`config.mk`:
```
export PLATFORM = sky130hd
export DESIGN_NAME = br_exec_top
export DESIGN_NICKNAME = d
export VERILOG_FILES = /design/src/br_isa_pkg.sv /design/src/br_pipe_pkg.sv /design/src/br_resolve.sv /design/src/br_queue.sv /design/src/br_flush_timer.sv /design/src/br_redirect_fsm.sv /design/src/br_exec_top.sv
export SDC_FILE = /design/constraint.sdc
export NUM_CORES = 1
export LEC_CHECK = 0
export BUFFER_PORTS_ARGS = -buffer_cell sky130_fd_sc_hd__buf_2
export CORE_AREA = 2 2 257 259
export CTS_CLUSTER_DIAMETER = 80
export DETAILED_ROUTE_END_ITERATION = 8
export DIE_AREA = 0 0 259 261
export PLACE_DENSITY_LB_ADDON = 0.12
export SETUP_SLACK_MARGIN = 0.5
export SLEW_MARGIN = 20
export SYNTH_ARGS = -nofsm -noshare
export SYNTH_HDL_FRONTEND = slang
export SYNTH_SLANG_ARGS = --single-unit
export TNS_END_PERCENT = 1
```
`constraint.sdc`:
```
create_clock -name clk -period 15.49 [get_ports clk]
set_input_delay 1.549 -clock clk [delete_from_list [all_inputs] [get_ports clk]]
set_output_delay 1.549 -clock clk [all_outputs]
set_load 0.05 [all_outputs]
```
`src/br_isa_pkg.sv`:
```
package br_isa_pkg;

    localparam int XLEN   = 32;
    localparam int COND_W = 4;

    typedef logic [XLEN-1:0] word_t; // data or address word

    // branch condition codes, encodings follow the decoder
    typedef enum logic [COND_W-1:0] {
        JIRL = 4'b0011,
        B    = 4'b0100,
        BL   = 4'b0101,
        BEQ  = 4'b0110,
        BNE  = 4'b0111,
        BLT  = 4'b1000,
        BGE  = 4'b1001,
        BLTU = 4'b1010,
        BGEU = 4'b1011
    } br_cond_t;

    typedef struct packed {
        logic     is_branch;
        br_cond_t cond;
    } br_uop_t;

endpackage

```
`src/br_pipe_pkg.sv`:
```
package br_pipe_pkg;

    localparam int QDEPTH       = 4; // also the sender's initial credits
    localparam int QPTR_W       = $clog2(QDEPTH);
    localparam int FLUSH_CYCLES = 3;
    localparam int FLUSH_CNT_W  = $clog2(FLUSH_CYCLES);
    localparam int CREDIT_W     = 3;

    typedef logic [CREDIT_W-1:0] credit_t; // credits returned per cycle

    typedef struct packed {
        br_isa_pkg::word_t   pc;
        br_isa_pkg::word_t   imm;         // word offset
        br_isa_pkg::word_t   sr1;
        br_isa_pkg::word_t   sr2;
        br_isa_pkg::word_t   pred_target;
        br_isa_pkg::br_uop_t uop;
        logic                slot;        // issue way
        logic                solo;        // paired slot not issued
        logic                pred_taken;
    } br_issue_t;

    typedef struct packed {
        br_isa_pkg::word_t pc;
        br_isa_pkg::word_t target;
        logic              taken;
        logic              dir_fail;
        logic              addr_fail;
    } br_result_t;

    typedef struct packed {
        br_isa_pkg::word_t next_pc;
    } br_redirect_t;

    typedef enum logic {
        RUN,
        FLUSH
    } redir_state_t;

endpackage

```
`src/br_resolve.sv`:
```
`timescale 1ns/10ps

module br_resolve (
    input  br_pipe_pkg::br_issue_t  pkt,
    output br_pipe_pkg::br_result_t res
);
    import br_isa_pkg::*;
    import br_pipe_pkg::*;

    word_t offset;
    word_t fall_through;
    word_t real_target;
    logic  sr1_eq_sr2;
    logic  sr1_lt_sr2_u;
    logic  sr1_lt_sr2_s;
    logic  cond_met;
    logic  taken;
    logic  dir_fail;
    logic  addr_fail;

    assign offset = {pkt.imm[XLEN-3:0], 2'b00};

    // next sequential fetch, pair of slots unless solo or upper way
    assign fall_through = (!pkt.slot && !pkt.solo) ? pkt.pc + word_t'(8) :
                                                     pkt.pc + word_t'(4);

    assign real_target = (pkt.uop.cond == JIRL) ? pkt.sr1 + offset : // register relative
                                                  pkt.pc + offset;

    assign sr1_eq_sr2   = (pkt.sr1 == pkt.sr2);
    assign sr1_lt_sr2_u = (pkt.sr1 < pkt.sr2);
    assign sr1_lt_sr2_s = (pkt.sr1[XLEN-1] && !pkt.sr2[XLEN-1]) ? 1'b1 :
                          (!pkt.sr1[XLEN-1] && pkt.sr2[XLEN-1]) ? 1'b0 :
                          sr1_lt_sr2_u; // same sign, unsigned order holds

    always_comb begin
        case (pkt.uop.cond)
            JIRL, B, BL: cond_met = 1'b1;
            BEQ:         cond_met = sr1_eq_sr2;
            BNE:         cond_met = !sr1_eq_sr2;
            BLT:         cond_met = sr1_lt_sr2_s;
            BGE:         cond_met = !sr1_lt_sr2_s;
            BLTU:        cond_met = sr1_lt_sr2_u;
            BGEU:        cond_met = !sr1_lt_sr2_u;
            default:     cond_met = 1'b0;
        endcase
    end

    assign taken = pkt.uop.is_branch && cond_met;

    always_comb begin
        dir_fail  = 1'b0;
        addr_fail = 1'b0;
        if (taken != pkt.pred_taken) begin // wrong direction
            dir_fail  = 1'b1;
            addr_fail = 1'b1;
        end else if (taken && pkt.pred_taken && (pkt.pred_target != real_target)) begin
            addr_fail = 1'b1; // right direction, wrong place
        end
    end

    assign res.pc        = pkt.pc;
    assign res.target    = taken ? real_target : fall_through;
    assign res.taken     = taken;
    assign res.dir_fail  = dir_fail;
    assign res.addr_fail = addr_fail;

endmodule

```
`src/br_queue.sv`:
```
`timescale 1ns/10ps

module br_queue (
    input  logic                   clk,
    input  logic                   rst_n,
    input  logic                   push,
    input  br_pipe_pkg::br_issue_t push_data,
    input  logic                   pop,
    input  logic                   clear,
    input  logic                   drop,
    output br_pipe_pkg::br_issue_t head,
    output logic                   head_valid,
    output br_pipe_pkg::credit_t   credit_return
);
    import br_pipe_pkg::*;

    br_issue_t         mem [QDEPTH];
    logic [QPTR_W-1:0] rd_ptr;
    logic [QPTR_W-1:0] wr_ptr;
    logic [QPTR_W:0]   count;
    logic              accept;

    assign accept     = push && !drop && !clear;
    assign head       = mem[rd_ptr];
    assign head_valid = (count != '0);

    always_ff @(posedge clk) begin
        if (accept) begin
            mem[wr_ptr] <= push_data;
        end
    end

    always_ff @(posedge clk or negedge rst_n) begin
        if (!rst_n) begin
            rd_ptr        <= '0;
            wr_ptr        <= '0;
            count         <= '0;
            credit_return <= '0;
        end else if (clear) begin
            rd_ptr        <= '0;
            wr_ptr        <= '0;
            count         <= '0;
            credit_return <= credit_t'(count) + credit_t'(push); // whole queue plus arrival
        end else begin
            if (accept) begin
                wr_ptr <= wr_ptr + 1'b1;
            end
            if (pop) begin
                rd_ptr <= rd_ptr + 1'b1;
            end
            count         <= count + (QPTR_W+1)'(accept) - (QPTR_W+1)'(pop);
            credit_return <= credit_t'(pop) + credit_t'(push && drop);
        end
    end

    // sender must hold a credit for every push
    a_no_overflow: assert property (@(posedge clk) disable iff (!rst_n)
        (push && count == (QPTR_W+1)'(QDEPTH)) |-> clear);

    a_no_underflow: assert property (@(posedge clk) disable iff (!rst_n)
        pop |-> (count != '0));

endmodule

```
`src/br_flush_timer.sv`:
```
`timescale 1ns/10ps

module br_flush_timer (
    input  logic clk,
    input  logic rst_n,
    input  logic start,
    output logic done
);
    import br_pipe_pkg::*;

    logic [FLUSH_CNT_W-1:0] cnt;
    logic                   busy;

    always_ff @(posedge clk or negedge rst_n) begin
        if (!rst_n) begin
            cnt  <= '0;
            busy <= 1'b0;
        end else if (start) begin
            cnt  <= FLUSH_CNT_W'(FLUSH_CYCLES - 1);
            busy <= 1'b1;
        end else if (busy) begin
            if (cnt == '0) begin
                busy <= 1'b0;
            end else begin
                cnt <= cnt - 1'b1;
            end
        end
    end

    assign done = busy && (cnt == '0); // last cycle of the window

    a_no_restart: assert property (@(posedge clk) disable iff (!rst_n)
        start |-> !busy);

endmodule

```
`src/br_redirect_fsm.sv`:
```
`timescale 1ns/10ps

module br_redirect_fsm (
    input  logic                     clk,
    input  logic                     rst_n,
    input  logic                     head_valid,
    input  br_pipe_pkg::br_result_t  head_res,
    input  logic                     timer_done,
    output logic                     pop,
    output logic                     clear,
    output logic                     drop,
    output logic                     timer_start,
    output logic                     result_valid,
    output br_pipe_pkg::br_result_t  result,
    output logic                     redirect_valid,
    output br_pipe_pkg::br_redirect_t redirect
);
    import br_pipe_pkg::*;

    redir_state_t state;
    logic         mispredict;

    assign pop         = (state == RUN) && head_valid;
    assign mispredict  = pop && head_res.addr_fail; // decided before the result register
    assign clear       = mispredict;
    assign timer_start = mispredict;
    assign drop        = (state == FLUSH);

    always_ff @(posedge clk or negedge rst_n) begin
        if (!rst_n) begin
            state          <= RUN;
            result_valid   <= 1'b0;
            redirect_valid <= 1'b0;
        end else begin
            result_valid   <= pop;
            redirect_valid <= mispredict;
            case (state)
                RUN: begin
                    if (mispredict) begin
                        state <= FLUSH;
                    end
                end
                FLUSH: begin
                    if (timer_done) begin
                        state <= RUN;
                    end
                end
                default: state <= RUN;
            endcase
        end
    end

    always_ff @(posedge clk) begin
        if (pop) begin
            result <= head_res;
        end
        if (mispredict) begin
            redirect.next_pc <= head_res.target;
        end
    end

    // queue was cleared on entry and drops every arrival
    a_flush_queue_empty: assert property (@(posedge clk) disable iff (!rst_n)
        (state == FLUSH) |-> !head_valid);

endmodule

```
`src/br_exec_top.sv`:
```
`timescale 1ns/10ps

module br_exec_top (
    input  logic                      clk,
    input  logic                      rst_n,
    input  logic                      issue_valid,
    input  br_pipe_pkg::br_issue_t    issue,
    output br_pipe_pkg::credit_t      credit_return,
    output logic                      result_valid,
    output br_pipe_pkg::br_result_t   result,
    output logic                      redirect_valid,
    output br_pipe_pkg::br_redirect_t redirect
);
    import br_pipe_pkg::*;

    br_issue_t  head;
    br_result_t head_res;
    logic       head_valid;
    logic       pop;
    logic       clear;
    logic       drop;
    logic       timer_start;
    logic       timer_done;

    br_queue i_queue (
        .clk           (clk),
        .rst_n         (rst_n),
        .push          (issue_valid),
        .push_data     (issue),
        .pop           (pop),
        .clear         (clear),
        .drop          (drop),
        .head          (head),
        .head_valid    (head_valid),
        .credit_return (credit_return)
    );

    br_resolve i_resolve (
        .pkt (head),
        .res (head_res)
    );

    br_flush_timer i_timer (
        .clk   (clk),
        .rst_n (rst_n),
        .start (timer_start),
        .done  (timer_done)
    );

    br_redirect_fsm i_fsm (
        .clk            (clk),
        .rst_n          (rst_n),
        .head_valid     (head_valid),
        .head_res       (head_res),
        .timer_done     (timer_done),
        .pop            (pop),
        .clear          (clear),
        .drop           (drop),
        .timer_start    (timer_start),
        .result_valid   (result_valid),
        .result         (result),
        .redirect_valid (redirect_valid),
        .redirect       (redirect)
    );

endmodule

```
# Word level (Yosys, flattened, before mapping)
# Memories as Yosys holds them, arrays and structs flattened.
# Cells that the tools add are included.
# op_classes
n_addsub	11
n_mux	26
n_lt_le_gt_ge	1
n_reduce_logical	28
bitwise_logic	1
eq_ne	13
# op_table
op	n
$mux 32	3
$add 32x32->32	2
$add 32x3->32 const B	1
$add 32x4->32 const B	1
$eq 32x32->1	1
$lt 32x32->1	1
$ne 32x32->1	1
$eq 4x3->1 const B	4
$eq 4x4->1 const B	4
$mux 2	7
$logic_and 1x1->1	12
$mux 1	12
$logic_not 1->1	9
$pmux 1 s7	1
$add 3x1->3	2
$mux 3	2
$reduce_bool 2->1	3
$add 2x1->2 const B	2
$eq 4x2->1 const B	1
$reduce_bool 3->1	1
$reduce_or 3->1	1
$sub 3x1->3	1
$add 1x1->2	1
$logic_not 2->1	1
6 further kinds	6
# totals
out_inout_bits	104
mem_count	1
reg_bits	115
ramBits	672
input_bits	171
# memory_table
name	depth	width	rd	rd_clocked_by_memory_dff	wr	line_no	text
i_queue.mem	4	168	1	0	1	br_queue.sv:17	br_issue_t mem [QDEPTH];

# Longest topological paths before layout
# An unclocked memory read counts as a cell.
# depth
depth_word	18
depth_mapped	41
ltp_nobuf	29

# Cells and area by module
# From an unflattened synthesis, not the netlist that was laid out.
# unflattened
hier_cells	1739
hier_area_um2	33160.6
# by_module_without_submodules
mod	area_each_um2	n_inst	cells_each
br_queue	24802.5	1	930
br_resolve	5109.9	1	687
br_redirect_fsm	3079.2	1	107
br_flush_timer	168.9	1	15

# Worst setup path after synthesis
# No wires, ideal clock.
# synth_timing
path_type	reg2reg
start	reg i_queue.rd_ptr[0]
end	mem i_queue.mem[0][0] (netlist bit) (enable)
required_time_ns	14.943
slack_ns	3.400
path_stages_with_launch	34
t_arrival_ns	11.543
synth_period_minus_slack_ns	12.090
cell_sequence	dfrtp_1 -> buf_6 -> buf_6 -> buf_4 -> buf_2 -> buf_4 -> buf_4 -> buf_2 -> buf_1 -> buf_2 -> mux4_2 -> inv_1 -> ha_1 -> nand4_1 -> nor2_1 -> and3_1 -> nand3_1 -> or3_1 -> o311ai_0 -> a211oi_1 -> a2111oi_0 -> o311a_1 -> clkbuf_1 -> buf_2 -> ha_1 -> nor4_1 -> o21ai_1 -> a221oi_1 -> nand4_1 -> a2111oi_0 -> nand4b_1 -> nor4_4 -> nor2_2 -> and3b_1
# synth_rtl
item	line_no	text
start: declaration	br_queue.sv:18	logic [QPTR_W-1:0] rd_ptr;
start signal: assignment	br_queue.sv:49	rd_ptr <= rd_ptr + 1'b1;
end: declaration	br_queue.sv:17	

# Worst setup path in the final report
# layout_timing
start	reg i_queue.rd_ptr[0]
end	mem i_queue.mem[0][57] (netlist bit) (enable)
# layout_between
elab_chain_len	17
elab_cells_between_ends	38
# layout_rtl
item	line_no	text
$mem_v2 4x168 *	n/a	
parallel branches: the longest is 10 deep, another holds $lt 32x32->1	n/a	
$mux 1 *	br_resolve.sv:54	if (taken != pkt.pred_taken) begin
$logic_and 1x1->1 *	br_redirect_fsm.sv:24	assign mispredict = pop && head_res.addr_fail;
$logic_not 1->1 *	br_queue.sv:23	assign accept = push && !drop && !clear;
$logic_and 1x1->1 *	br_queue.sv:23	
$mux 1 *	br_queue.sv:28	if (accept) begin
$mux 1 (not written as such) *	br_queue.sv:29	mem[wr_ptr] <= push_data;
# Mark *: on every way between the ends.

==> run summary <==
Status -> finished clean
R2R cell count -> 25
Reg2reg setup slack -> 3900 ps
Synthesized area -> 0.03214 mm²
Post-Layout Cell Count -> 2917
Layout cells sized above 1 -> 29.93%
DR top layer -> met5
Num CTS Buffers -> 81
# port buffers -> 272
Filler Cells Inserted -> 4941
Seq/Total Area, Yosys -> 72.53%
Clk sink count -> 779
CTS tree -> done
Antenna violations before repair -> 25
Post-synth top area share -> 71.28%
Post-DP HPWL -> 48.64 mm
Detailed Route WL -> 73.84 mm
Synthesis-to-finish area growth -> 15.62%
Clock Latency Late Sink -> 620 ps
Worst min path class -> flip-flop to flip-flop
Die W -> 259 µm
Crit Path Category -> flip-flop to flip-flop
Pin count of the biggest net entering global routing -> 123
Combinational fraction of design power -> 40.8%
Synth cell types -> 64
Post-Syn Instances -> 1670
Placed cell count -> 2764
Post-placement cell area -> 0.03454 mm²
Clock-pin slew of the registers on the worst-case setup and hold paths -> 60 ps
Final ANT Viol Nets -> 0
Final GP Congestion -> 0.8654
Largest area contributor in the netlist -> edfxtp_1
Metal1 wirelength -> 31.59 mm
Final Hold Fails -> 0
Top FF cell, synth -> edfxtp_1
Critical Path End -> i_queue.mem[0][57]
Top post-synthesis cells by count -> 763 x edfxtp_1, 164 x mux4_2, 75 x ha_1
GRT overflow -> 0
Iter 0 DRT Violations -> 1106
Die area -> 0.06760 mm²
Lkg Pwr -> 12.67 nW
Met2 routed WL -> 36.31 mm
Die Y-Extent -> 261 µm
Critical path fanouts, max -> 122
Reg-to-reg startpoint -> i_queue.rd_ptr[0]
Core area -> 0.06504 mm²
#FFs+latches synth -> 779
Register share of total power -> 35.9%
Crit path launch -> i_queue.rd_ptr[0]
Total GRT Usage -> 22.06%
DR vias/cell -> 5.658
Power per cell area -> 216.3 mW/mm²
Starting Density -> 49.42%
Clock skew after layout -> 21.96 ps
Synth warn -> 0
Cts repair resizes -> 0
Setup WS pre-CTS -> 3951 ps
Endpoints failing setup -> 0
Final #Nets -> 2232
Hold Buf Count CTS -> 0
Drc violations -> 0
Slew Limit Fails -> 0
Fin crit share -> 74.85%
Maximum vdd drop -> 0.1563 mV
Global-route wire length before repair -> 108.9 mm
Fin crit period -> 11590 ps
Ranking of synthesized cells by area -> edfxtp_1 71%, mux4_2 11%, ha_1 2.9%, xnor2_1 1.3%, dfrtp_1 1.2%
RSZ-0062 raised after global routing -> no
Longest Clk Path Bufs -> 3
Hold slack -> 507.7 ps
Slew HR -> 27.25%
Max-cap violations -> 0
Most frequent cell after synthesis -> edfxtp_1
Setup ws final -> 3896 ps
Avg WL per Cell -> 25.31 µm
CTS root buffer -> clkbuf_16
Clock network power share -> 23.3%
Internal -> 5.028 mW
Psw -> 3.010 mW
Post-synthesis area per instance -> 19.25 µm²
Synthesized net count -> 1918
Asr flop ratio synth -> 2.054%
CP Capture Type -> flip-flop
Setup Buffers After CTS -> 0
Met3 WL post-DR -> 4.260 mm
Worst path required time -> 15720 ps
WP data arrival -> 11820 ps
Achievable frequency -> 0.08625 GHz
Sw Ratio -> 37.45%
Row cnt -> 94
DR vias -> 16.51k
Startpoint types -> flip-flop
Final instance area -> 0.03716 mm²
Ports -> 275
Htree depth -> 3
1st-pass router iterations -> 5
Number of synthesized flops with an enable pin -> 763
Critical R2R Capture -> i_queue.mem[0][57]
Sum of negative setup slack -> 0 ps
Vias in the first global route -> 16.82k
Worst Tran Pin Value -> 1091 ps
area by class of cell:
type / count / area, µm² / area share (%)
sequential: 779 / 23320 / 62.75
multi-input combinational: 780 / 8387 / 22.57
clock buffer: 103 / 2193 / 5.902
timing repair buffer: 288 / 1577 / 4.242
tap: 864 / 1081 / 2.909
clock inverter: 41 / 382.9 / 1.030
inverter: 54 / 202.7 / 0.5454
antenna: 8 / 20.02 / 0.05387
worst min-delay path by stage:
stage	startpoint	endpoint	slack (ps)	cells after the start
after floorplan	i_timer.cnt[1]	i_timer.cnt[1]	460	1
after global placement	i_timer.cnt[1]	i_timer.cnt[1]	470	1
after detailed placement	i_timer.cnt[1]	i_timer.cnt[1]	500	1
after CTS	i_timer.cnt[1]	i_timer.cnt[1]	510	1
after global routing	i_timer.cnt[1]	i_timer.cnt[1]	520	1
final	i_timer.cnt[1]	i_timer.cnt[1]	510	1
flip-flops by register name (all words and copies together), names as in the netlist:
name                   cells
i_fsm.redirect            32
i_fsm.drop                 1
i_fsm.result              67
i_fsm.redirect_valid       1
i_timer.cnt                2
i_fsm.result_valid         1
i_timer.busy               1
i_queue.mem              664
i_queue.rd_ptr             2
i_queue.wr_ptr             2
i_queue.count              3
i_queue.credit_return      3
worst max-delay path, cell delays in order (launching register included):
cell and delay (ps):
dfrtp_4 790, buf_4 600, mux4_2 600, ha_1 330, nand4_1 110, nor2_1 260, and3_1 240, nand3_1 100
or3_1 520, o311ai_0 830, a211oi_1 330, a2111oi_0 500, o311a_2 220, buf_4 490, ha_1 390, nor4_1 260
o21ai_1 90, a221oi_1 410, nand4_1 250, a2111oi_0 430, nand4b_1 250, nor4_4 610, nor2_4 250, buf_4 380
and3b_4 950, buf_12 480
power by group through the flow:
stage / Clock [mW] / Combinational, mW / Sequential, mW
after floorplan: 0 / 1.86 / 3.43
after global placement: 0 / 3.26 / 2.92
after detailed placement: 0 / 3.28 / 2.93
after CTS: 1.92 / 3.30 / 2.89
after global routing: 2.00 / 3.53 / 2.91
final: 1.88 / 3.28 / 2.88
layer usage:
| metal | track usage, % | vias up |
|---|---|---|
| li1 | - | 7404 |
| met1 | 30.73 | 8523 |
| met2 | 35.68 | 439 |
| met3 | 4.355 | 117 |
| met4 | 6.535 | 22 |
| met5 | 0 | - |
cell families (layout without fill, tap and decap cells):
logic type               Yosys count  after routing  synth area share, %
AO/OA/AOI/OAI                    164            164                3.254
adder cells (fa/ha/maj)           77             77                3.044
multiplexers                     226            226                13.56
other                              0              8                    0
flip-flops                       779            779                72.53
AND/OR/NAND/NOR                  218            218                3.429
buffers and inverters            111            486                1.468
XOR/XNOR                          95             95                2.717
cell usage in the layout (no fill, tap or decap), types with 12 or more instances in the layout:
cell type | Yosys | routed
ha_1 | 75 | 75
buf_2 | 20 | 272
nand3_1 | 17 | 17
mux2i_1 | 27 | 27
nor2_1 | 57 | 56
a21oi_1 | 50 | 50
nand4_1 | 14 | 14
a21o_1 | 19 | 19
inv_1 | 54 | 54
xor2_1 | 45 | 45
edfxtp_1 | 763 | 763
nor3_1 | 12 | 12
o21ai_0 | 38 | 38
mux4_2 | 164 | 164
clkbuf_1 | 26 | 17
clkbuf_16 | 0 | 84
clkinv_1 | 0 | 18
xnor2_1 | 47 | 47
mux2_2 | 35 | 35
dfrtp_1 | 16 | 14
nand2_1 | 60 | 60
per-stage QoR:
stage	power, mW	utilization, %
floorplan	5.281	-
global placement	6.175	53.10
detailed placement	6.210	53.10
CTS	8.103	57.07
global route	8.447	57.12
finish	8.038	57.14
No activity file was read; power rests on OpenSTA's default activity.
